### src/tunnel_pkg.sv
// --------------------------------------
// tunnel renderer shared definitions
// frame geometry, animation and structs
// --------------------------------------
`default_nettype none

package tunnel_pkg;

    // frame buffer geometry
    localparam int FB_WIDTH  = 32;
    localparam int FB_HEIGHT = 24;
    localparam int FB_PIXELS = FB_WIDTH * FB_HEIGHT;  // 768

    localparam int CORDW = 5;   // coordinate width
    localparam int ADDRW = 10;  // buffer address width
    localparam int CIDXW = 4;   // colour index width

    // animation
    localparam int SHAPE_CNT  = 7;
    localparam int ANIM_CNT   = 5;  // steps per cycle of the tunnel
    localparam int ANIM_SPEED = 6;  // frames per step

    localparam int SHAPEW = 3;
    localparam int STEPW  = 3;
    localparam int SPEEDW = 3;

    // terminal counts, sized to their counters
    localparam logic [SHAPEW-1:0] SHAPE_LAST = SHAPEW'(SHAPE_CNT - 1);
    localparam logic [STEPW-1:0]  STEP_LAST  = STEPW'(ANIM_CNT - 1);
    localparam logic [SPEEDW-1:0] SPEED_LAST = SPEEDW'(ANIM_SPEED - 1);
    localparam logic [ADDRW-1:0]  ADDR_LAST  = ADDRW'(FB_PIXELS - 1);
    localparam logic [ADDRW-1:0]  ROW_STRIDE = ADDRW'(FB_WIDTH);

    typedef struct packed {
        logic [CORDW-1:0] x0;
        logic [CORDW-1:0] y0;
        logic [CORDW-1:0] x1;
        logic [CORDW-1:0] y1;
        logic             grow;  // grows by one pixel per step
    } shape_geom_t;

    // outermost shape first, later shapes paint over earlier ones
    localparam shape_geom_t SHAPE_TABLE [SHAPE_CNT] = '{
        '{5'd4,  5'd0,  5'd27, 5'd23, 1'b0},
        '{5'd8,  5'd4,  5'd23, 5'd19, 1'b1},
        '{5'd10, 5'd6,  5'd21, 5'd17, 1'b1},
        '{5'd12, 5'd8,  5'd19, 5'd15, 1'b1},
        '{5'd13, 5'd9,  5'd18, 5'd14, 1'b1},
        '{5'd14, 5'd10, 5'd17, 5'd13, 1'b1},
        '{5'd15, 5'd11, 5'd16, 5'd12, 1'b1}
    };

    typedef struct packed {
        logic [STEPW-1:0] step;       // 0 to ANIM_CNT-1
        logic [CIDXW-1:0] colr_offs;  // colour offset
    } anim_t;

    typedef struct packed {
        logic [CORDW-1:0] x0;
        logic [CORDW-1:0] y0;
        logic [CORDW-1:0] x1;
        logic [CORDW-1:0] y1;
        logic [CIDXW-1:0] cidx;
    } rect_cmd_t;

    typedef struct packed {
        logic [CORDW-1:0] x;
        logic [CORDW-1:0] y;
        logic [CIDXW-1:0] cidx;
    } pix_t;

endpackage

`default_nettype wire
### src/shape_decode.sv
// --------------------------------------
// shape decode: table lookup plus grow
// and colour offset, registered command
// --------------------------------------
`default_nettype none

module shape_decode (
    input  wire logic                        clk_pix,
    input  wire logic                        arst_n,
    input  wire logic                        shape_load,
    input  wire logic [tunnel_pkg::SHAPEW-1:0] shape_id,
    input  wire tunnel_pkg::anim_t           anim,
    output tunnel_pkg::rect_cmd_t            rect_cmd,
    output logic                             cmd_valid
);

    tunnel_pkg::shape_geom_t      geom;
    logic [tunnel_pkg::CORDW-1:0] offs;      // pixels to grow each side
    tunnel_pkg::rect_cmd_t        cmd_next;

    always_comb begin
        geom = tunnel_pkg::SHAPE_TABLE[shape_id];

        // fixed shapes ignore the step
        if (geom.grow) begin
            offs = {{(tunnel_pkg::CORDW - tunnel_pkg::STEPW){1'b0}}, anim.step};
        end else begin
            offs = '0;
        end

        cmd_next.x0 = geom.x0 - offs;
        cmd_next.y0 = geom.y0 - offs;
        cmd_next.x1 = geom.x1 + offs;
        cmd_next.y1 = geom.y1 + offs;

        // colour wraps modulo 16
        cmd_next.cidx = anim.colr_offs
            + {{(tunnel_pkg::CIDXW - tunnel_pkg::SHAPEW){1'b0}}, shape_id};
    end

    always_ff @(posedge clk_pix or negedge arst_n) begin
        if (!arst_n) begin
            cmd_valid <= 1'b0;
        end else begin
            cmd_valid <= shape_load;
        end
    end

    always_ff @(posedge clk_pix) begin
        if (shape_load) rect_cmd <= cmd_next;
    end

endmodule

`default_nettype wire

### config.mk
export PLATFORM = sky130hd
export DESIGN_NAME = shape_decode
export DESIGN_NICKNAME = d
export VERILOG_FILES = /design/src/tunnel_pkg.sv /design/src/shape_decode.sv
export SDC_FILE = /design/constraint.sdc
export NUM_CORES = 1
export LEC_CHECK = 0
export ABC_AREA = 1
export BUFFER_PORTS_ARGS = -buffer_cell sky130_fd_sc_hd__clkbuf_2
export CAP_MARGIN = 20
export CELL_PAD_IN_SITES_DETAIL_PLACEMENT = 0
export CELL_PAD_IN_SITES_GLOBAL_PLACEMENT = 1
export CORE_MARGIN = 2
export CORE_UTILIZATION = 30
export DETAILED_ROUTE_END_ITERATION = 6
export HOLD_SLACK_MARGIN = 0.06
export PLACE_DENSITY = 0.75
export SLEW_MARGIN = 30
export SYNTH_ARGS = -nofsm -noshare
export SYNTH_HDL_FRONTEND = slang
export SYNTH_SLANG_ARGS = --single-unit
### constraint.sdc
create_clock -name clk_pix -period 0.9 [get_ports clk_pix]
set_clock_uncertainty 0.2 [all_clocks]
set_input_delay 0.135 -clock clk_pix [delete_from_list [all_inputs] [get_ports clk_pix]]
set_output_delay 0.135 -clock clk_pix [all_outputs]
set_load 0.01 [all_outputs]
# Word level (Yosys, flattened, before mapping)
# Memories as Yosys holds them, arrays and structs flattened.
# Cells that the tools add are included.
[word_totals]
inputBits = 13
regBits = 25
rom_bits = 168
memories = 1
elab_cells = 17
output_inout_bits = 25
[memory_table]
columns = ["memory", "depth", "word_bits", "read_ports", "rd_ports_with_merged_regs", "wr", "line", "source"]
rows = [
  ["(no name shown)", 8, 21, 1, 0, 0, "shape_decode.sv:22", "geom = tunnel_pkg::SHAPE_TABLE[shape_id];"],
]
[op_classes]
addsub = 5
bitwise = 1
muxes = 3
n_lt_le_gt_ge = 1
[op_table]
columns = ["operator", "count"]
rows = [
  ["two-way mux 21 bit", 2],
  ["adder 5 bit", 2],
  ["subtractor 5 bit", 2],
  ["adder 4 x 3 -> 4 bit", 1],
  [">= comparator 4 bit (second input constant)", 1],
  ["NOT 3 -> 4 bit", 1],
  ["two-way mux 3 bit", 1],
]

# Depth between registers and ports, before layout
[logic_depth]
word_depth = 6
ltp_mapped = 11
ltp_nobuf = 11

# Worst setup path before layout
# OpenSTA, ideal clock, no wires.
[synth_timing]
path_kind = "input-to-reg"
from = "input shape_id[1] in the netlist's numbering"
to = "register rect_cmd[13] in the netlist's numbering (data pin)"
n_path_buf = 0
slack_ns = -1.107
required_time_ns = 0.442
setup_time_ns = 0.258
cell_stages = 10
arrival_ns = 1.549
path_cell_list = "inv_1 -> ha_1 -> nand2_4 -> inv_1 -> nor2_1 -> ha_1 -> inv_1 -> fa_1 -> o21ai_0 -> nand2_1"
[synth_rtl]
columns = ["item", "line", "source"]
rows = [
  ["start, declared", "shape_decode.sv:11", "input wire logic [tunnel_pkg::SHAPEW-1:0] shape_id,"],
  ["end signal, assigned", "shape_decode.sv:50", "if (shape_load) rect_cmd <= cmd_next;"],
  ["end, declared", "shape_decode.sv:13", "output tunnel_pkg::rect_cmd_t rect_cmd,"],
]

==> results.sh <==
export IMPL_critPathMostFrequentCell="ha_4"
export IMPL_core_area_mm2=0.00409
export IMPL_ys_seq_elements=21
export IMPL_yosysWarnings=0
export IMPL_grt_first_pass_wirelength_um=4890
export IMPL_antenna_found_initial=0
export IMPL_setup_tns_ns=-16.75
export IMPL_tritoncts="yes"
export IMPL_diodes=0
export IMPL_layout_common_cells="clkbuf_2 (33), nand2_1 (22), edfxtp_1 (20)"
export IMPL_endpoint_kind="flip-flop"
export IMPL_clk_transition_reported_paths_ns=0.08
export IMPL_num_rows=23
export IMPL_rsz0062_at_grt="yes"
export IMPL_synthCells=128
export IMPL_hold_class="in2async"
export IMPL_outcome="complete, but fails checks"
export IMPL_area_growth_pct=52.6
export IMPL_violations="hold timing, setup timing"
export IMPL_criticalPathCategory="in2reg"
export IMPL_drt_iter0_markers=17
export IMPL_total_power_mw=2.84
export IMPL_startpoint_type="input port"
export IMPL_final_setup_viol_count=44
export IMPL_place_hpwl_um=2190
export IMPL_finalHoldViolations=3
export IMPL_max_stage_delay_ns=0.39
export IMPL_nNetsFinal=217
export IMPL_slew_headroom=0.743
export IMPL_layout_setup_ws_ns=-0.768
export IMPL_clk_path_buf_depth=2
export IMPL_hold_slack_ns=-0.0246
export IMPL_grt_overflow_total=0
export IMPL_cts_buffers=3
export IMPL_wl_per_cell_um=12.8
export IMPL_initial_core_util=0.318
export IMPL_seq_area_frac_synth=0.482
export IMPL_crit_fanout=5
export IMPL_power_density_mw_per_mm2=1430
export IMPL_final_common_cell="clkbuf_2"
export IMPL_fill_cells=395
export IMPL_track_usage=0.126
export IMPL_cts_sinks=21
export IMPL_tightest_slew_ns=0.383
export IMPL_numPortBuffers=37
export IMPL_die_x_um=69.8
export IMPL_dieArea_mm2=0.00487
export IMPL_ctsHoldBuffers=1
export IMPL_syn_nets=158
export IMPL_cp_slowest_cell="fa_2"
export IMPL_cp_buffers_inverters=4
export IMPL_drcViolationCount=0
export IMPL_worstPathArrival_ns=1.48
export IMPL_globalplace_congestion=0.831
export IMPL_slew_viol_final=0
export IMPL_cp_cell_sequence="clkbuf_16 -> inv_8 -> ha_4 -> nand2_4 -> inv_4 -> nor2_4 -> ha_4 -> inv_2 -> fa_2 -> xor2_1"
export IMPL_maxCapViolCount=0
export IMPL_wl_um=3010
export IMPL_synthDistinctLibCells=21
export IMPL_critical_path_required_ns=0.71
export IMPL_layout_drive_gt1_share=0.527
export IMPL_drt_pass1_iterations=4
export IMPL_netlist_area_mm2=0.00130
export IMPL_irDropWorstVdd_uv=474
export IMPL_vias_per_cell=4.39
export IMPL_cts_root_buf="clkbuf_8"
export IMPL_cp_top_family="adder cells"
export IMPL_fin_crit_sh=1.85
export IMPL_grt_pass1_vias=1123
export IMPL_grt_max_degree=22
export IMPL_period_minus_slack_ns=1.67
export IMPL_leakagePower_nw=0.926
export IMPL_die_h_um=69.8
export IMPL_vias=1037
export IMPL_synth_avg_cell_area_um2=10.1
export IMPL_h_tree_depth=1
export IMPL_max_freq_ghz=0.600
export IMPL_ant_nets=0
export IMPL_boundaryPins=38
## per-stage QoR
step                instance area (um^2)  hold slack, ns  worst slack [ns]  instances   util
finish                              1980         -0.0246            -0.768        236  0.485
floorplan                           1350          -0.361            -0.988        128      -
detailed placement                  1660          -0.290             -1.10        225  0.407
CTS                                 1890         -0.0277            -0.737        231  0.462
global placement                    1660          -0.290             -1.07        225  0.407
global route                        1980         -0.0120            -0.802        236  0.485
## area by class of cell
cell class,instances,area (um^2),area share
flip-flops and latches,21,626,0.316
well taps,50,62.6,0.0316
inverters,20,87.6,0.0442
clock inverters,1,5.00,0.00253
multi-input cells,81,716,0.361
clock buffers,3,41.3,0.0208
repair buffers,60,444,0.224
## repair_timing
action,in CTS,in global routing
endpoints found under the hold margin,4,4
setup endpoints to repair,44,44
setup buffers,2,5
gates resized for setup,31,19
pin swaps,18,13
## where the power goes
part	switching, mW	internal [mW]	total (mW)
Sequential	0.0346	1.24	1.27
Combinational	0.503	0.459	0.963
Clock	0.300	0.308	0.608
## kinds of logic after synthesis
family,count (synthesis),synth area share
compound gates,7,0.0308
xor+xnor,5,0.0337
fa+ha+maj,17,0.181
buf+inv,26,0.0983
flops,21,0.482
simple gates,52,0.174
## synth_stat cells (all sizes together)
cell type	number	area, um^2
fa	3	60.1
dfrtp	1	25.0
a21oi	2	10.0
xnor2	1	8.76
buf	6	52.6
nand2	30	120
nor2	8	30.0
a211oi	1	7.51
o211ai	1	7.51
ha	14	175
or2	5	31.3
nand3	9	45.0
o21ai	3	15.0
xor2	4	35.0
inv	20	75.1
edfxtp	20	601
## final timing paths
path | depth (start not counted) | startpoint | to | slack, ns
max | 10 | shape_id[1] | rect_cmd[6] | -0.77
min in group clk_pix | 3 | anim[3] | rect_cmd[3] | -0.02
max in group asynchronous | 2 | arst_n | cmd_valid | 0.44
min | 2 | arst_n | cmd_valid | -0.02
## layer usage
metal  vias up  global-route usage  wire (um)
met3         8              0.0160         95
li1        525                   -          -
met4         0              0.0662         82
met1       477               0.135       1170
met2        27               0.236       1660
met5         -                   0          0
## flip-flops by register name, indices dropped and copies added (netlist names)
register   cells
cmd_valid      1
rect_cmd      20
No activity file was read; power rests on OpenSTA's default activity.
