<file path="config.mk">
export PLATFORM = sky130hd
export DESIGN_NAME = rect_fill
export DESIGN_NICKNAME = d
export VERILOG_FILES = /design/src/tunnel_pkg.sv /design/src/rect_fill.sv
export SDC_FILE = /design/constraint.sdc
export NUM_CORES = 1
export LEC_CHECK = 0
export BUFFER_PORTS_ARGS = -buffer_cell sky130_fd_sc_hd__clkbuf_2
export CORE_MARGIN = 2
export CORE_UTILIZATION = 38
export CTS_CLUSTER_SIZE = 30
export DETAILED_ROUTE_END_ITERATION = 6
export GPL_TIMING_DRIVEN = 0
export SYNTH_ARGS = -nofsm -noshare
export SYNTH_HDL_FRONTEND = slang
export SYNTH_SLANG_ARGS = --single-unit
</file>
<file path="constraint.sdc">
create_clock -name clk_pix -period 3.36 [get_ports clk_pix]
set_input_delay 0.168 -clock clk_pix [delete_from_list [all_inputs] [get_ports clk_pix]]
set_output_delay 0.168 -clock clk_pix [all_outputs]
set_load 0.01 [all_outputs]
</file>
<file path="src/tunnel_pkg.sv">
// --------------------------------------
// tunnel renderer shared definitions
// frame geometry, animation and structs
// --------------------------------------
`default_nettype none

package tunnel_pkg;

    // frame buffer geometry
    localparam int FB_WIDTH  = 32;
    localparam int FB_HEIGHT = 24;
    localparam int FB_PIXELS = FB_WIDTH * FB_HEIGHT;  // 768

    localparam int CORDW = 5;   // coordinate width
    localparam int ADDRW = 10;  // buffer address width
    localparam int CIDXW = 4;   // colour index width

    // animation
    localparam int SHAPE_CNT  = 7;
    localparam int ANIM_CNT   = 5;  // steps per cycle of the tunnel
    localparam int ANIM_SPEED = 6;  // frames per step

    localparam int SHAPEW = 3;
    localparam int STEPW  = 3;
    localparam int SPEEDW = 3;

    // terminal counts, sized to their counters
    localparam logic [SHAPEW-1:0] SHAPE_LAST = SHAPEW'(SHAPE_CNT - 1);
    localparam logic [STEPW-1:0]  STEP_LAST  = STEPW'(ANIM_CNT - 1);
    localparam logic [SPEEDW-1:0] SPEED_LAST = SPEEDW'(ANIM_SPEED - 1);
    localparam logic [ADDRW-1:0]  ADDR_LAST  = ADDRW'(FB_PIXELS - 1);
    localparam logic [ADDRW-1:0]  ROW_STRIDE = ADDRW'(FB_WIDTH);

    typedef struct packed {
        logic [CORDW-1:0] x0;
        logic [CORDW-1:0] y0;
        logic [CORDW-1:0] x1;
        logic [CORDW-1:0] y1;
        logic             grow;  // grows by one pixel per step
    } shape_geom_t;

    // outermost shape first, later shapes paint over earlier ones
    localparam shape_geom_t SHAPE_TABLE [SHAPE_CNT] = '{
        '{5'd4,  5'd0,  5'd27, 5'd23, 1'b0},
        '{5'd8,  5'd4,  5'd23, 5'd19, 1'b1},
        '{5'd10, 5'd6,  5'd21, 5'd17, 1'b1},
        '{5'd12, 5'd8,  5'd19, 5'd15, 1'b1},
        '{5'd13, 5'd9,  5'd18, 5'd14, 1'b1},
        '{5'd14, 5'd10, 5'd17, 5'd13, 1'b1},
        '{5'd15, 5'd11, 5'd16, 5'd12, 1'b1}
    };

    typedef struct packed {
        logic [STEPW-1:0] step;       // 0 to ANIM_CNT-1
        logic [CIDXW-1:0] colr_offs;  // colour offset
    } anim_t;

    typedef struct packed {
        logic [CORDW-1:0] x0;
        logic [CORDW-1:0] y0;
        logic [CORDW-1:0] x1;
        logic [CORDW-1:0] y1;
        logic [CIDXW-1:0] cidx;
    } rect_cmd_t;

    typedef struct packed {
        logic [CORDW-1:0] x;
        logic [CORDW-1:0] y;
        logic [CIDXW-1:0] cidx;
    } pix_t;

endpackage

`default_nettype wire
</file>
<file path="src/rect_fill.sv">
// --------------------------------------
// filled rectangle walker, raster order
// one pixel per cycle
// --------------------------------------
`default_nettype none

module rect_fill (
    input  wire logic                  clk_pix,
    input  wire logic                  arst_n,
    input  wire logic                  cmd_valid,
    input  wire tunnel_pkg::rect_cmd_t rect_cmd,
    output tunnel_pkg::pix_t           pix,
    output logic                       pix_valid,
    output logic                       fill_done
);

    // latched bounds for the row and line wrap
    logic [tunnel_pkg::CORDW-1:0] x0_q;
    logic [tunnel_pkg::CORDW-1:0] x1_q;
    logic [tunnel_pkg::CORDW-1:0] y1_q;

    logic last_col;
    logic last_row;

    assign last_col = (pix.x == x1_q);
    assign last_row = (pix.y == y1_q);

    always_ff @(posedge clk_pix or negedge arst_n) begin
        if (!arst_n) begin
            pix_valid <= 1'b0;
            fill_done <= 1'b0;
        end else begin
            fill_done <= 1'b0;
            if (cmd_valid) begin
                pix_valid <= 1'b1;
            end else if (pix_valid && last_col && last_row) begin
                pix_valid <= 1'b0;  // bottom right corner was just sent
                fill_done <= 1'b1;
            end
        end
    end

    // coordinates and colour carry no reset
    always_ff @(posedge clk_pix) begin
        if (cmd_valid) begin
            x0_q     <= rect_cmd.x0;
            x1_q     <= rect_cmd.x1;
            y1_q     <= rect_cmd.y1;
            pix.x    <= rect_cmd.x0;
            pix.y    <= rect_cmd.y0;
            pix.cidx <= rect_cmd.cidx;
        end else if (pix_valid) begin
            if (last_col) begin
                pix.x <= x0_q;  // next row
                if (!last_row) pix.y <= pix.y + 1'b1;
            end else begin
                pix.x <= pix.x + 1'b1;
            end
        end
    end

endmodule

`default_nettype wire

</file>
# == After elaboration in Yosys (flattened, before gate mapping) ==
# Cells that the tools add are included.
# totals
regBits,31
wordCells,28
in_bits,27
# classes
muxes,9
n_eq_ne,3
n_addsub,2
n_reduce_logical,6
# ops
cell,n
$mux W10,2
$mux W5,3
$add A5 B1 Y5 const B,2
$eq A5 B5 Y1,2
$reduce_bool A2 Y1,3
$mux W1,4
$reduce_and A3 Y1,1
$logic_and A1 B1 Y1,2
$ne A2 B2 Y1 const B,1

# == Depth between registers and ports, before layout ==
# logic_depth
depth_word,5
ltp_mapped,5
ltp_nobuf,5

# == Worst setup path after synthesis ==
# No wires, ideal clock.
# synth_path
path_type,register to register
start,register pix[9] (netlist bit)
end,register pix[4] (netlist bit) (enable)
setup_time_ns,0.340
slack_ns,1.681
t_arrival_ns,1.340
path_stages_with_launch,5
path_buffers,0
period_less_slack_ns,1.679
cell_sequence,edfxtp_1 > xor2_1 > nor3_4 > a31oi_1 > nor2_1
# synth_between
elab_chain_len,3
# synth_lines
element,line,source
start: declaration,rect_fill.sv:12,"output tunnel_pkg::pix_t pix,"
$eq A5 B5 Y1,rect_fill.sv:25,assign last_col = (pix.x == x1_q);
$reduce_bool A2 Y1 (no source line),--,
$reduce_and A3 Y1 (no source line),--,
# Every way passes these cells.
# A chain may end at the register's enable or synchronous reset.

# == Worst setup path in the final report ==
# layout_path
start,register pix[9] (netlist bit)
end,register pix[7] (netlist bit) (enable)
# Same word-level chain as after synthesis.

==> reports/results.txt <==
From left edge to right edge, the die measures 63.8 um. Required time of the worst setup path: 3350 ps. The layout cell share with drive strength beyond 1 works out to 33.8%. Setup repair after global routing left no endpoint under its margin. Setup violations remaining at the end of the flow were counted as 0. The global routing usage summed across all routing layers is 13.6%. The synthesized netlist contains 27 unique library cells. Capturing point of the worst reg2reg path: pix[7]$_DFFE_PP_. Entering global routing, the biggest net connects 21 pins. The post-cts resize count was 0.

The worst min-delay path category was input port to flop. Area share of the largest cell type after synthesis: 64.0%. The number of nets with antenna violations after routing is 0, and the layout overhead on the synthesized area is 33.9%. After synthesis the netlist holds a flip-flop and latch count of 31.

In the finished design, the share of the clock period the worst path needs comes to 56.2%. The cell depth of the worst min-delay path came out at 1. After floorplanning, the core was divided into 21 placement rows. The cell family contributing the most delay on the critical path is simple AND/OR/NAND/NOR gates. Summed over all failing endpoints, the final setup total negative slack is 0 ps.

By area, the combinational part of the netlist is dominated by XOR/XNOR gates. The power per standard cell area works out to 488 nW/um2. The maximum level of the CTS H-tree is 2. Summing the areas of all xor and xnor instances in the mapped netlist gives 10.3% of the synthesized area. The clock arrives with 5.33 ps of skew. For the pin with the worst max-slew slack, the measured transition is 502 ps.

After detailed routing, the average wire length per cell comes to 12.3 um. The category of the critical setup timing path was flop to flop. The slowest library cell on the worst path was sky130_fd_sc_hd__edfxtp_1. The worst-case vdd ir drop is 0.288 mV.

The number of antenna violations at the first check in global routing was 0. The number of instances in the synthesized netlist was 96; the placeable core area was 3390 um2. The floorplan step defined a die boundary enclosing 4070 um2. The iteration count of the initial detailed-routing pass is 4, and the fraction of the mapped netlist area in compound gates is 8.74%.

The average size of a mapped cell is 14.2 um2, and the via count of the first global-routing pass is 884. For the max-capacitance violation count, the log shows 0. The detailed router finished its first iteration with 31 violations. The run gives 67.7% as the register area share after synthesis.

Cell type contributing the most total cell area after synthesis: sky130_fd_sc_hd__edfxtp_1. For this run, the slowest stage of the critical path takes 480 ps. The tools report the post-detailed-placement half-perimeter wirelength as 1780 um.

In this run, CTS created clock tree buffers numbering 5. The logs give 0 for the total grt overflow and 0 for the count of antenna diodes in the layout. By area the synthesized netlist is led by sky130_fd_sc_hd__edfxtp_1 64%, sky130_fd_sc_hd__xor2_1 5.8%, sky130_fd_sc_hd__xnor2_1 4.5%. Port buffering added 42 buffers.

The number of sinks driven by the clock tree was 31; the netlist area before placement was 1360 um2. The first global-routing pass estimated 4030 um of wire. TritonCTS built the clock tree. The clock slew at the register clock pins of the worst setup and hold paths was 90 ps; the total vias in the final route was 964.

Data on the critical path arrives at its endpoint at 1880 ps. At the end of routability-driven placement, the weighted congestion stood at 0.783. The clock latency of the later-clocked register in the worst-skew pair was 330 ps; the maximum fanout encountered on the critical timing path was 8. In the layout the commonest cells are 42 x sky130_fd_sc_hd__clkbuf_2, 29 x sky130_fd_sc_hd__edfxtp_1, 14 x sky130_fd_sc_hd__dlygate4sd3_1. The tools report the origin of the critical flop-to-flop path as pix[9]$_DFFE_PP_. Yosys printed 0 warnings. The worst path buffer plus inverter count came out at 0.

The clock passes through at most 2 buffers. The post-route minimum period is 1890 ps, and the overall die height is 63.8 um. Setup slack on the worst reg-to-reg path comes out at 1470 ps. The library cell used most frequently in the layout, excluding fill and tap cells, is sky130_fd_sc_hd__clkbuf_2. The initial utilization of the core area, before any placement, comes to 40.1%. The flow ran to the end, and the final reports show no timing, DRC or antenna violations. The number of slew-limit violations in the final report was 0.

Timing startpoint of the critical path: pix[9]$_DFFE_PP_. Wires add up to 2540 um. The maximum operating frequency came out at 530 MHz. The total I/O pin count was 43; the basic-gate share of the synthesized area counting and, or, nand and nor cells was 8.28%. The signal on the critical path passes through xor2_1, nor3_4, a31oi_1, nor2_1.

Total power for the finished layout comes to 0.000888 W. In this run the static leakage power is 0.740 nW. The tightest slew margin relative to the limit is 66.5%, and the number of remaining DRC errors is 0.

The average via count per standard cell was 4.68. STA classifies the critical path endpoint as a flop. The kind of start point of the critical path was a flop. At the end of the flow, the number of nets in the layout was 188. The multiplexer area fraction after synthesis is 0.828%. Launch point of the worst hold path: rect_cmd[13]. The length in cells of the worst reg-to-reg path came out at 4.

The worst hold path terminates at x1_q[4]$_DFFE_PP_. The post-synthesis adder-cell area fraction was 1.84%; the post-synth net total was 125. The hold violation count in the final report was 0. In this run the clock root is driven by a sky130_fd_sc_hd__clkbuf_4.
-- area by class of cell --
cell class,instances,area (um2)
inverter,5,18.8
buffer,3,12.5
tap,46,57.6
clock inverter,3,15.0
clock buffer,5,37.5
timing repair buffer,56,350
multi-input combinational,57,408
fill,309,1570
sequential,31,921
-- worst max-delay path by stage --
| stage | to | slack, ps | cells past startpoint |
|---|---|---|---|
| 2_1_floorplan | pix[4]$_DFFE_PP_ | 1680 | 4 |
| 3_3_place_gp | pix[7]$_DFFE_PP_ | 1330 | 5 |
| 3_5_place_dp | pix[7]$_DFFE_PP_ | 1300 | 5 |
| 4_1_cts | pix[7]$_DFFE_PP_ | 1450 | 4 |
| 5_1_grt | pix[7]$_DFFE_PP_ | 1330 | 4 |
| 6_report | pix[7]$_DFFE_PP_ | 1470 | 4 |
-- routing by layer --
layer,vias up,part of all wire (%),global-route usage [%]
li1,485,-,-
met3,5,5.7,6.16
met5,-,0,0
met1,449,44,16.3
met4,0,1.8,5.71
met2,25,49,21.1
-- state kept, by name (all words and copies together), names as in the netlist --
name,count
pix,14
x0_q,5
x1_q,5
y1_q,5
fill_done,1
pix_valid,1
-- worst reg2reg max path: stages, from the launching register on --
cell                       delay (ps)
sky130_fd_sc_hd__edfxtp_1         480
sky130_fd_sc_hd__xor2_1           230
sky130_fd_sc_hd__nor3_4           340
sky130_fd_sc_hd__a31oi_1          130
sky130_fd_sc_hd__nor2_1           370
-- what timing repair did --
item	in CTS	in global routing
buffers inserted	0	0
hold buffers	14	0
endpoints found under the hold margin	15	0
-- kinds of logic (layout without fill, tap and decap cells) --
group	Yosys count	after routing
flip-flops	31	31
AND/OR/NAND/NOR	21	21
AO/OA/AOI/OAI	17	17
XOR/XNOR	16	16
buffers and inverters	8	72
adder cells (fa/ha/maj)	2	2
multiplexers	1	1
-- report_power, final --
part / switching [W] / internal [W]
Sequential: 0.0000360 / 0.000470
Clock: 0.000126 / 0.0000765
Combinational: 0.0000897 / 0.0000887
Total: 0.000252 / 0.000636
-- Yosys cell counts, drive strengths merged --
master and number:
and3 1, xnor2 7, a221o 1, nor3 2
buf 1, xor2 9, nor2 6, clkbuf 2
nand4 1, nand2 5, nand3 4, a221oi 3
o22a 1, mux2 1, edfxtp 29, a31oi 2
ha 2, inv 5, nor2b 1, a21oi 2
a31o 1, a211oi 3, dfrtp 2, and2 1
o21ai 4
-- metrics by stage --
| step | setup WS [ps] | area (um2) | instances | utilization (%) | hold WS [ps] |
|---|---|---|---|---|---|
| floorplan | 1680 | 1360 | 96 | - | -128 |
| global placement | 1330 | 1630 | 184 | 48.0 | -46.6 |
| detailed placement | 1300 | 1630 | 184 | 48.0 | -44.9 |
| CTS | 1450 | 1820 | 206 | 53.7 | 3.14 |
| global route | 1330 | 1820 | 206 | 53.7 | 2.29 |
| finish | 1470 | 1820 | 206 | 53.7 | 21.6 |
Power figures use the tool's default switching activity.
