`src/tunnel_pkg.sv`:
```
// --------------------------------------
// tunnel renderer shared definitions
// frame geometry, animation and structs
// --------------------------------------
`default_nettype none

package tunnel_pkg;

    // frame buffer geometry
    localparam int FB_WIDTH  = 32;
    localparam int FB_HEIGHT = 24;
    localparam int FB_PIXELS = FB_WIDTH * FB_HEIGHT;  // 768

    localparam int CORDW = 5;   // coordinate width
    localparam int ADDRW = 10;  // buffer address width
    localparam int CIDXW = 4;   // colour index width

    // animation
    localparam int SHAPE_CNT  = 7;
    localparam int ANIM_CNT   = 5;  // steps per cycle of the tunnel
    localparam int ANIM_SPEED = 6;  // frames per step

    localparam int SHAPEW = 3;
    localparam int STEPW  = 3;
    localparam int SPEEDW = 3;

    // terminal counts, sized to their counters
    localparam logic [SHAPEW-1:0] SHAPE_LAST = SHAPEW'(SHAPE_CNT - 1);
    localparam logic [STEPW-1:0]  STEP_LAST  = STEPW'(ANIM_CNT - 1);
    localparam logic [SPEEDW-1:0] SPEED_LAST = SPEEDW'(ANIM_SPEED - 1);
    localparam logic [ADDRW-1:0]  ADDR_LAST  = ADDRW'(FB_PIXELS - 1);
    localparam logic [ADDRW-1:0]  ROW_STRIDE = ADDRW'(FB_WIDTH);

    typedef struct packed {
        logic [CORDW-1:0] x0;
        logic [CORDW-1:0] y0;
        logic [CORDW-1:0] x1;
        logic [CORDW-1:0] y1;
        logic             grow;  // grows by one pixel per step
    } shape_geom_t;

    // outermost shape first, later shapes paint over earlier ones
    localparam shape_geom_t SHAPE_TABLE [SHAPE_CNT] = '{
        '{5'd4,  5'd0,  5'd27, 5'd23, 1'b0},
        '{5'd8,  5'd4,  5'd23, 5'd19, 1'b1},
        '{5'd10, 5'd6,  5'd21, 5'd17, 1'b1},
        '{5'd12, 5'd8,  5'd19, 5'd15, 1'b1},
        '{5'd13, 5'd9,  5'd18, 5'd14, 1'b1},
        '{5'd14, 5'd10, 5'd17, 5'd13, 1'b1},
        '{5'd15, 5'd11, 5'd16, 5'd12, 1'b1}
    };

    typedef struct packed {
        logic [STEPW-1:0] step;       // 0 to ANIM_CNT-1
        logic [CIDXW-1:0] colr_offs;  // colour offset
    } anim_t;

    typedef struct packed {
        logic [CORDW-1:0] x0;
        logic [CORDW-1:0] y0;
        logic [CORDW-1:0] x1;
        logic [CORDW-1:0] y1;
        logic [CIDXW-1:0] cidx;
    } rect_cmd_t;

    typedef struct packed {
        logic [CORDW-1:0] x;
        logic [CORDW-1:0] y;
        logic [CIDXW-1:0] cidx;
    } pix_t;

endpackage

`default_nettype wire
```
`src/draw_sequencer.sv`:
```
// --------------------------------------
// draw sequencer: animation counters,
// buffer swap and clear/draw FSM
// --------------------------------------
`default_nettype none

module draw_sequencer (
    input  wire logic                            clk_pix,
    input  wire logic                            arst_n,
    input  wire logic                            frame_start,
    input  wire logic                            clear_done,
    input  wire logic                            fill_done,
    output tunnel_pkg::anim_t                    anim,
    output logic [tunnel_pkg::SHAPEW-1:0]        shape_id,
    output logic                                 shape_load,
    output logic                                 clear,
    output logic [tunnel_pkg::CIDXW-1:0]         clear_cidx,
    output logic                                 buf_sel,
    output logic                                 busy,
    output logic                                 draw_done
);

    typedef enum logic [1:0] {
        IDLE,
        CLEAR,
        LOAD,
        DRAW
    } state_t;

    state_t state;
    logic [tunnel_pkg::SPEEDW-1:0] speed_cnt;  // frames within current step

    // animation advances on every frame pulse
    always_ff @(posedge clk_pix or negedge arst_n) begin
        if (!arst_n) begin
            anim      <= '0;
            speed_cnt <= '0;
            buf_sel   <= 1'b0;
        end else if (frame_start) begin
            buf_sel <= ~buf_sel;  // swap draw and display buffers
            if (speed_cnt == tunnel_pkg::SPEED_LAST) begin
                speed_cnt <= '0;
                if (anim.step == tunnel_pkg::STEP_LAST) begin
                    anim.step      <= '0;
                    anim.colr_offs <= anim.colr_offs + 1'b1;
                end else begin
                    anim.step <= anim.step + 1'b1;
                end
            end else begin
                speed_cnt <= speed_cnt + 1'b1;
            end
        end
    end

    always_ff @(posedge clk_pix or negedge arst_n) begin
        if (!arst_n) begin
            state     <= IDLE;
            shape_id  <= '0;
            clear     <= 1'b0;
            draw_done <= 1'b0;
        end else begin
            clear     <= 1'b0;
            draw_done <= 1'b0;
            case (state)
                IDLE: if (frame_start) begin
                    state    <= CLEAR;
                    shape_id <= '0;
                    clear    <= 1'b1;
                end
                CLEAR: if (clear_done) state <= LOAD;
                LOAD: state <= DRAW;  // decoder registers the command
                DRAW: if (fill_done) begin
                    if (shape_id == tunnel_pkg::SHAPE_LAST) begin
                        state     <= IDLE;
                        draw_done <= 1'b1;
                    end else begin
                        shape_id <= shape_id + 1'b1;
                        state    <= LOAD;
                    end
                end
                default: state <= IDLE;
            endcase
        end
    end

    assign shape_load = (state == LOAD);
    assign busy       = (state != IDLE);
    assign clear_cidx = anim.colr_offs;  // already updated when clear fires

endmodule

`default_nettype wire

```
`config.mk`:
```
export PLATFORM = sky130hd
export DESIGN_NAME = draw_sequencer
export DESIGN_NICKNAME = d
export VERILOG_FILES = /design/src/tunnel_pkg.sv /design/src/draw_sequencer.sv
export SDC_FILE = /design/constraint.sdc
export NUM_CORES = 1
export LEC_CHECK = 0
export BUFFER_PORTS_ARGS = -buffer_cell sky130_fd_sc_hd__buf_2
export CAP_MARGIN = 20
export CORE_ASPECT_RATIO = 1.2
export CORE_MARGIN = 5
export CORE_UTILIZATION = 50
export DETAILED_ROUTE_END_ITERATION = 10
export GPL_ROUTABILITY_DRIVEN = 0
export GPL_TIMING_DRIVEN = 0
export PLACE_DENSITY = 0.8
export RECOVER_POWER = 50
export SYNTH_ARGS = -nofsm -noshare
export SYNTH_HDL_FRONTEND = slang
export SYNTH_SLANG_ARGS = --single-unit
```
`constraint.sdc`:
```
create_clock -name clk_pix -period 1.49 [get_ports clk_pix]
set_input_delay 0.0745 -clock clk_pix [delete_from_list [all_inputs] [get_ports clk_pix]]
set_output_delay 0.0745 -clock clk_pix [all_outputs]
set_load 0.1 [all_outputs]
```
# Word-level counts from Yosys, hierarchy flattened
# Cells that the tools add are included.
[op_classes]
eq_ne = 10
add_sub_neg = 4
n_mux = 16
n_reduce_logical = 7
n_bitwise = 1
[op_table]
columns = ["op", "n"]
rows = [
  ["$mux W3", 5],
  ["$add A3 B1 Y3 const B", 3],
  ["$eq A3 B3 Y1 const B", 3],
  ["$mux W2", 4],
  ["$ne A2 B2 Y1 const B", 4],
  ["$pmux W2 S4", 1],
  ["$pmux W3 S2", 1],
  ["$reduce_and A3 Y1", 2],
  ["$mux W1", 5],
  ["$add A4 B1 Y4 const B", 1],
  ["$eq A2 B2 Y1 const B", 2],
  ["$reduce_and A4 Y1", 1],
  ["$reduce_bool A2 Y1", 2],
  ["$eq A2 B1 Y1 const B", 1],
  ["$logic_not A2 Y1", 1],
  ["$reduce_and A2 Y1", 1],
  ["$not A1 Y1", 1],
]
[word_totals]
input_bits = 5
ff_bits = 18
wordCells = 46

# Depth between registers and ports, before layout
# Gate-level depths: netlist of run 1.
[depth]
depth_word = 4
depth_mapped = 5

# Worst setup path after synthesis of run 1
# Ideal clock, no wire load.
[synth_path]
path_type = "reg-to-reg"
start = "register anim[4] in the netlist's numbering"
end = "register anim, in the netlist clear_cidx[1]"
arrival_time_ps = 1826
setup_ps = 128
slack_ps = -465
stages_incl_launch_ff = 6
path_cell_list = "dfrtp_1 inv_1 ha_1 nand2_1 nor2_2 mux2_1"
[synth_via]
elab_chain_cells = 2
[synth_rtl]
columns = ["element", "line", "rtl"]
rows = [
  ["start: declaration", "draw_sequencer.sv:13", "output tunnel_pkg::anim_t anim,"],
  ["$eq A3 B3 Y1", "draw_sequencer.sv:43", "if (anim.step == tunnel_pkg::STEP_LAST) begin"],
  ["$reduce_and A3 Y1 (no line)", "-", ""],
]
# Every way passes these cells.
# A chain may end at the register's enable or synchronous reset.

# Worst setup path in the final report of run 1
[layout_path]
start = "register state[1]"
end = "output shape_load"
[layout_via]
elab_chain_cells = 1
[layout_rtl]
columns = ["element", "line", "rtl"]
rows = [
  ["start: declaration", "draw_sequencer.sv:30", "state_t state;"],
  ["start signal: assignment", "draw_sequencer.sv:57", "state <= IDLE;"],
  ["start signal: assignment", "draw_sequencer.sv:66", "state <= CLEAR;"],
  ["start signal: assignment", "draw_sequencer.sv:70", "CLEAR: if (clear_done) state <= LOAD;"],
  ["$eq A2 B2 Y1", "draw_sequencer.sv:86", "assign shape_load = (state == LOAD);"],
  ["end: declaration", "draw_sequencer.sv:15", "output logic shape_load,"],
]
# Every way passes these cells.

==> results of run 1 <==
[layout make-up]
cell class | instances | area [um2] | area share (%)
Inverter | 6 | 22.52 | 2.081
Tap cell | 18 | 22.52 | 2.081
Buffer | 5 | 37.54 | 3.468
Clock buffer | 4 | 26.28 | 2.428
Multi-Input combinational cell | 54 | 389.1 | 35.95
Timing Repair Buffer | 23 | 118.9 | 10.98
Sequential cell | 18 | 465.4 | 43.01
[kinds of logic (layout without fill, tap and decap cells)]
group                      Yosys count  after routing
buffers and inverters               11             38
AOI/OAI and AO/OA                    9              9
adders and majority gates            5              5
and+or+nand+nor                     30             30
muxes                                5              5
DFF                                 18             18
xor gates and xnor gates             5              5
[cells in the final DEF (no fill, tap or decap)]
cell,instances
buf_4,5
and3_1,1
nor2_1,2
nand4b_4,1
nor2_2,1
nand2b_1,2
buf_2,20
nor3_2,2
or3b_1,1
mux2_2,1
dfrtp_1,10
ha_1,4
dlygate4sd3_1,1
clkbuf_1,2
nand3_1,3
ha_2,1
dfrtp_4,2
mux2i_1,3
clkbuf_2,1
nand2_4,1
o21ai_1,1
inv_1,6
xor2_1,5
nand2_1,13
clkbuf_4,3
mux2_1,1
dfrtp_2,6
nor2_4,1
o21ai_0,8
or2_2,1
nor3_1,1
[layer usage]
layer	track usage, %	up-vias
met2	19.40	17
met3	3.217	2
met1	15.37	297
met4	5.929	0
met5	0	-
li1	-	324
[final timing paths]
check                                 to
hold / removal              speed_cnt[0]
max in group asynchronous        anim[5]
hold reg to reg                  buf_sel
setup reg to reg           clear_cidx[1]
min in group asynchronous  clear_cidx[3]
setup / recovery              shape_load
[critical path, cell delays in order, from the launching register on]
cell and delay, ns:
dfrtp_1 0.45, inv_1 0.10, nor2_2 0.10, buf_2 0.42
[stage by stage]
stage               hold WS, ns  worst slack (ns)  util (%)
global placement        0.02279          0.002301     62.35
finish                  0.03721           0.06268     65.14
global route            0.03022          0.006941     65.14
CTS                     0.02975           0.04020     64.68
detailed placement      0.02214          -0.01825     62.35
floorplan               -0.2211           -0.1337         -
[repair_timing]
item                                    CTS  global route
endpoints found under the setup margin    1             1
pin swaps                                 1             0
gates resized for setup                   1             3
hold endpoints to repair                 18             0
hold buffers                              1             0
[registers in the layout, summed over array words and instances, names as in the netlist]
register / cells
anim: 3
buf_sel: 1
clear: 1
clear_cidx: 4
draw_done: 1
shape_id: 3
speed_cnt: 3
state: 2
==> impl_metrics.tcl, run 1 <==
set metrics [dict create \
    status "finished, final reports clean" \
    fp-row-count 16 \
    antenna_violating_nets_post_route 0 \
    end_kind "output port" \
    nets 121 \
    post_drt_wl_per_cell_um 12.07 \
    synth_area_um2 884.6 \
    summed_negative_setup_slack_over_all_endpoints_ns 0 \
    syn_nets 93 \
    dp_cells 123 \
    synth_xor_area_share_pct 4.950 \
    synth_top_cells_by_count "dfrtp_1 (18), nand2_1 (14), o21ai_0 (8)" \
    synth.distinct_cells 21 \
    drive_above_1_share_pct 41.82 \
    drt_iter0_markers 7 \
    htree_num_levels 1 \
    final_period_minus_worst_setup_slack_ns 1.427 \
    synth-seq-cells 18 \
    insertion_delay_ns 0.28 \
    synth-warning-count 0 \
    post_synth_inst_count 83 \
    flow.area_growth_from_synthesis_pct 22.35 \
    route.detailed.drc 0 \
    synth_compound_gate_area_share_pct 5.092 \
    grt_first_pass_wirelength_mm 2.691 \
    slew_headroom_pct 37.64 \
    crit_required_ns 1.42 \
    sequential_cell_area_fraction_in_the_yosys_report_pct 50.92 \
    via_count_of_the_first_global_routing_pass 596 \
    maximum_number_of_pins_on_one_net_before_global_route_repair 19 \
    dieWidth_um 48.40 \
    hp-start "frame_start" \
    vias_per_cell 5.000 \
    synth_area_per_cell_um2 10.66 \
    yosysTopAreaCell "dfrtp_1" \
    synth_most_common_cell "dfrtp_1" \
    synth_top_family_by_area "simple AND/OR/NAND/NOR gates" \
    gr-usage-all-layers_pct 12.32 \
    r2r_cells 5 \
    routed_wirelength_mm 1.545 \
    clock.fmax_ghz 0.7006 \
    cts.root.buffer_cell "clkbuf_4" \
    timing_worst_setup_path_type "flop to output port" \
    global_route.overflow_total 0 \
    placedInstanceArea_um2 1036 \
    synth-main-ff-cell "dfrtp_1" \
    met2WireLength_um 817 \
    cts_buffers 3 \
    grt_antenna_before_repair 0 \
    critical_path_start "state[1]" \
    number_of_buffers_on_the_longest_clock_path 2 \
    core_region_area_um2 1662 \
    synth_fa_ha_area_share_pct 7.072 \
    drtPass1Iterations 3 \
    crit_path_start_kind "flop" \
    grt_setup_unrepaired "no" \
    top_layer_used "met4" \
    clkSlewWorstSetupHoldPaths_ns 0.09 \
    worstPathArrival_ns 1.35 \
    synth_top_cells_by_area "dfrtp_1 (51%), ha_1 (7.1%), nand2_1 (5.9%), xor2_1 (5.0%), o21ai_0 (4.5%)" \
    post-synth-top-area-fraction_pct 50.92 \
    slew_violations 0 \
    detailedPlacementHpwl_mm 1.194 \
    worst_hold_path_type "input pin to flop" \
    met3_wirelength_um 98 \
    layoutNonFillerInstCount 128 \
    report.final.setup_viol 0 \
    setup.reg_to_reg.worst_slack_ns 0.10 \
    max_slew.worst_pin.slew_ns 0.9354 \
    tritoncts "built" \
    synth_enable_flop_cells 0 \
    clock-skew-final_ns 0.003555 \
    yosys-mux-area-fraction_pct 5.941 \
    io-pin-count 24 \
    timing_hold_violations_final 0 \
    post-cts-setup-buffers 0 \
    routed-via-count 640 \
    insertedDiodeCount 0 \
    wirelength_met1_um 622 \
    post-route-period-util_pct 95.79 \
    finished_cell_area_um2 1082 \
    die_height_um 56.08 \
    design.die.area_um2 2714 \
    async_set_or_reset_flop_fraction_in_the_synthesized_netlist_pct 100.0 \
    drv_cap 0 \
    post_synth_simple_gate_area_pct 19.24 \
    path_max_fanout 8 \
    numClockSinks 18 \
    critical_path.reg2reg.startpoint "anim[4]" \
    n_fill_cell 142 \
    io_buffers 22 \
    holdPathStages 2 \
    initial_core_util_pct 53.24 \
]
Power of run 1 is left out: the tool's default activity adds up to more than one toggle a clock period on the data nets, which glitch-free logic cannot reach.
==> run 2: changes to the inputs <==
--- a/config.mk
+++ b/config.mk
@@ -5,11 +5,12 @@
 export SDC_FILE = /design/constraint.sdc
 export NUM_CORES = 1
 export LEC_CHECK = 0
+export ABC_AREA = 1
 export BUFFER_PORTS_ARGS = -buffer_cell sky130_fd_sc_hd__buf_2
 export CAP_MARGIN = 20
 export CORE_ASPECT_RATIO = 1.2
 export CORE_MARGIN = 5
-export CORE_UTILIZATION = 50
+export CORE_UTILIZATION = 51
 export DETAILED_ROUTE_END_ITERATION = 10
 export GPL_ROUTABILITY_DRIVEN = 0
 export GPL_TIMING_DRIVEN = 0
==> impl_metrics.tcl, run 2 <==
set metrics [dict create \
    antenna_violating_nets_post_route 0 \
    insertion_delay_ns 0.28 \
    io-pin-count 24 \
    most_frequent_cells_in_the_layout "nand2_1 (36), buf_2 (19), inv_1 (15), dfrtp_1 (9)" \
    post-cts-setup-buffers 0 \
    synth.distinct_cells 19 \
    worst_hold_path_type "input pin to flop" \
    io_buffers 23 \
    synth_top_cells_by_area "dfrtp_1 (47%), nand2_1 (14%), ha_1 (6.6%), inv_1 (5.9%), nor2_1 (3.6%)" \
    numClockSinks 18 \
    layout.cells.most_common "nand2_1" \
    slew_violations 0 \
    synth-warning-count 0 \
    post_drt_wl_per_cell_um 10.54 \
    detailedPlacementHpwl_mm 1.357 \
    path_max_fanout 5 \
    post-route-period-util_pct 94.00 \
    clkSlewWorstSetupHoldPaths_ns 0.10 \
    drv_cap 0 \
    fp-row-count 17 \
    drt_iter0_markers 14 \
    async_set_or_reset_flop_fraction_in_the_synthesized_netlist_pct 100.0 \
    n_fill_cell 161 \
    setup_ws_ns 0.08933 \
    grt_setup_unrepaired "no" \
    end_kind "output port" \
    drtPass1Iterations 4 \
    clock.fmax_ghz 0.7139 \
    grt_first_pass_wirelength_mm 3.008 \
    insertedDiodeCount 0 \
    vias_per_cell 4.914 \
    worstPathArrival_ns 1.33 \
    routed_wirelength_mm 1.707 \
    post_synth_inst_count 115 \
    synth_enable_flop_cells 0 \
    crit_path_start_kind "flop" \
    dieWidth_um 49.39 \
    cts.root.buffer_cell "clkbuf_4" \
    largest_reg_flops 4 \
    tritoncts "built" \
    crit_required_ns 1.42 \
    flow.area_growth_from_synthesis_pct 22.53 \
    clock-skew-final_ns 0.002646 \
    report.final.setup_viol 0 \
    synth_top_cells_by_count "nand2_1 (35), dfrtp_1 (18), inv_1 (15)" \
    route.detailed.drc 0 \
    synth-main-ff-cell "dfrtp_1" \
    critPathTopFamily "flip-flops" \
    post-synth-top-area-fraction_pct 47.43 \
    synth_area_um2 949.7 \
    final_period_minus_worst_setup_slack_ns 1.401 \
    sequential_cell_area_fraction_in_the_yosys_report_pct 47.43 \
    synth_most_common_cell "nand2_1" \
    gr-usage-all-layers_pct 13.35 \
    drive_above_1_share_pct 34.27 \
    crit_chain "nor2_4 > clkinvlp_4 > buf_2" \
    number_of_buffers_on_the_longest_clock_path 2 \
    nets 154 \
    summed_negative_setup_slack_over_all_endpoints_ns 0 \
    cts_buffers 3 \
    die_height_um 57.27 \
    multi_input_area_um2 416.7 \
    synth_area_per_cell_um2 8.258 \
    via_count_of_the_first_global_routing_pass 712 \
    routed-via-count 796 \
    synth-seq-cells 18 \
    maximum_number_of_pins_on_one_net_before_global_route_repair 19 \
    initial_core_util_pct 52.53 \
    grt_antenna_before_repair 0 \
    design.die.area_um2 2829 \
    slowest_stage "dfrtp_1" \
    timing_worst_setup_path_type "flop to output port" \
    global_route.overflow_total 0 \
    combined_flip_flop_and_latch_cell_area_um2 466.7 \
    timing_hold_violations_final 0 \
    htree_num_levels 1 \
    cpPeakStageDelay_ns 0.46 \
    status "finished, final reports clean" \
    core_region_area_um2 1808 \
    worst-path-buf-inv 2 \
    dp_slack_ns 0.2000 \
    syn_nets 125 \
    slew_headroom_pct 37.60 \
    max_slew.worst_pin.slew_ns 0.9359 \
    yosysTopAreaCell "dfrtp_1" \
]
[run 2: cell type report]
class	instances	area share (%)
sequential	18	40.11
multi-input combinational	77	35.81
timing repair buffer	24	10.86
inverter	16	5.484
clock buffer	4	3.118
buffer	4	2.581
tap	19	2.043
[run 2: worst paths after layout]
check | startpoint | to | cells after the start | slack, ns
hold reg to reg | buf_sel | buf_sel | 1 | 0.48
min in group asynchronous | arst_n | state[0] | 2 | 0.44
setup / recovery | state[1] | busy | 3 | 0.09
hold / removal | frame_start | buf_sel | 2 | 0.008
max in group asynchronous | arst_n | shape_id[0] | 2 | 0.37
setup reg to reg | shape_id[0] | shape_id[0] | 8 | 0.19
[run 2: cells by family (layout without fill, tap and decap cells)]
| kind of cell | after synthesis | count (layout) | share of synthesized area (%) |
|---|---|---|---|
| AND/OR/NAND/NOR | 60 | 60 | 28.99 |
| adder cells (fa/ha/maj) | 5 | 5 | 6.588 |
| buffers and inverters | 20 | 48 | 9.485 |
| XOR/XNOR | 3 | 3 | 2.767 |
| flip-flops | 18 | 18 | 47.43 |
| AO/OA/AOI/OAI | 9 | 9 | 4.743 |
[run 2: routing by layer]
metal,global-route usage (%),part of all wire [%],up-vias
met5,0,0,-
met4,5.618,0.76,0
met3,3.916,6.1,2
met2,21.55,48,21
met1,16.58,45,364
li1,-,-,409
[run 2: metrics by stage]
stage               instances  util (%)  instance area [um2]  hold WS [ns]
floorplan                 115         -                979.7       -0.2211
global route              162     64.36                 1164       0.02369
global placement          157     61.87                 1119       0.02361
detailed placement        157     61.87                 1119       0.02670
CTS                       162     64.43                 1165      0.008667
finish                    162     64.36                 1164      0.008101
[run 2: repair_timing]
action / in CTS / in global routing
endpoints found under the hold margin: 18 / 0
endpoints found under the setup margin: 0 / 1
hold buffers: 1 / 0
resized for setup: 0 / 1
[run 2: worst register-to-register path, cell delays in order, from the launching register on]
cell,delay (ns)
dfrtp_4,0.44
inv_1,0.06
ha_1,0.19
nand2_1,0.11
nand3_1,0.11
nand2_1,0.09
nand2_1,0.08
nand2_1,0.08
nand2_1,0.05
Power of run 2 is left out for the same reason.
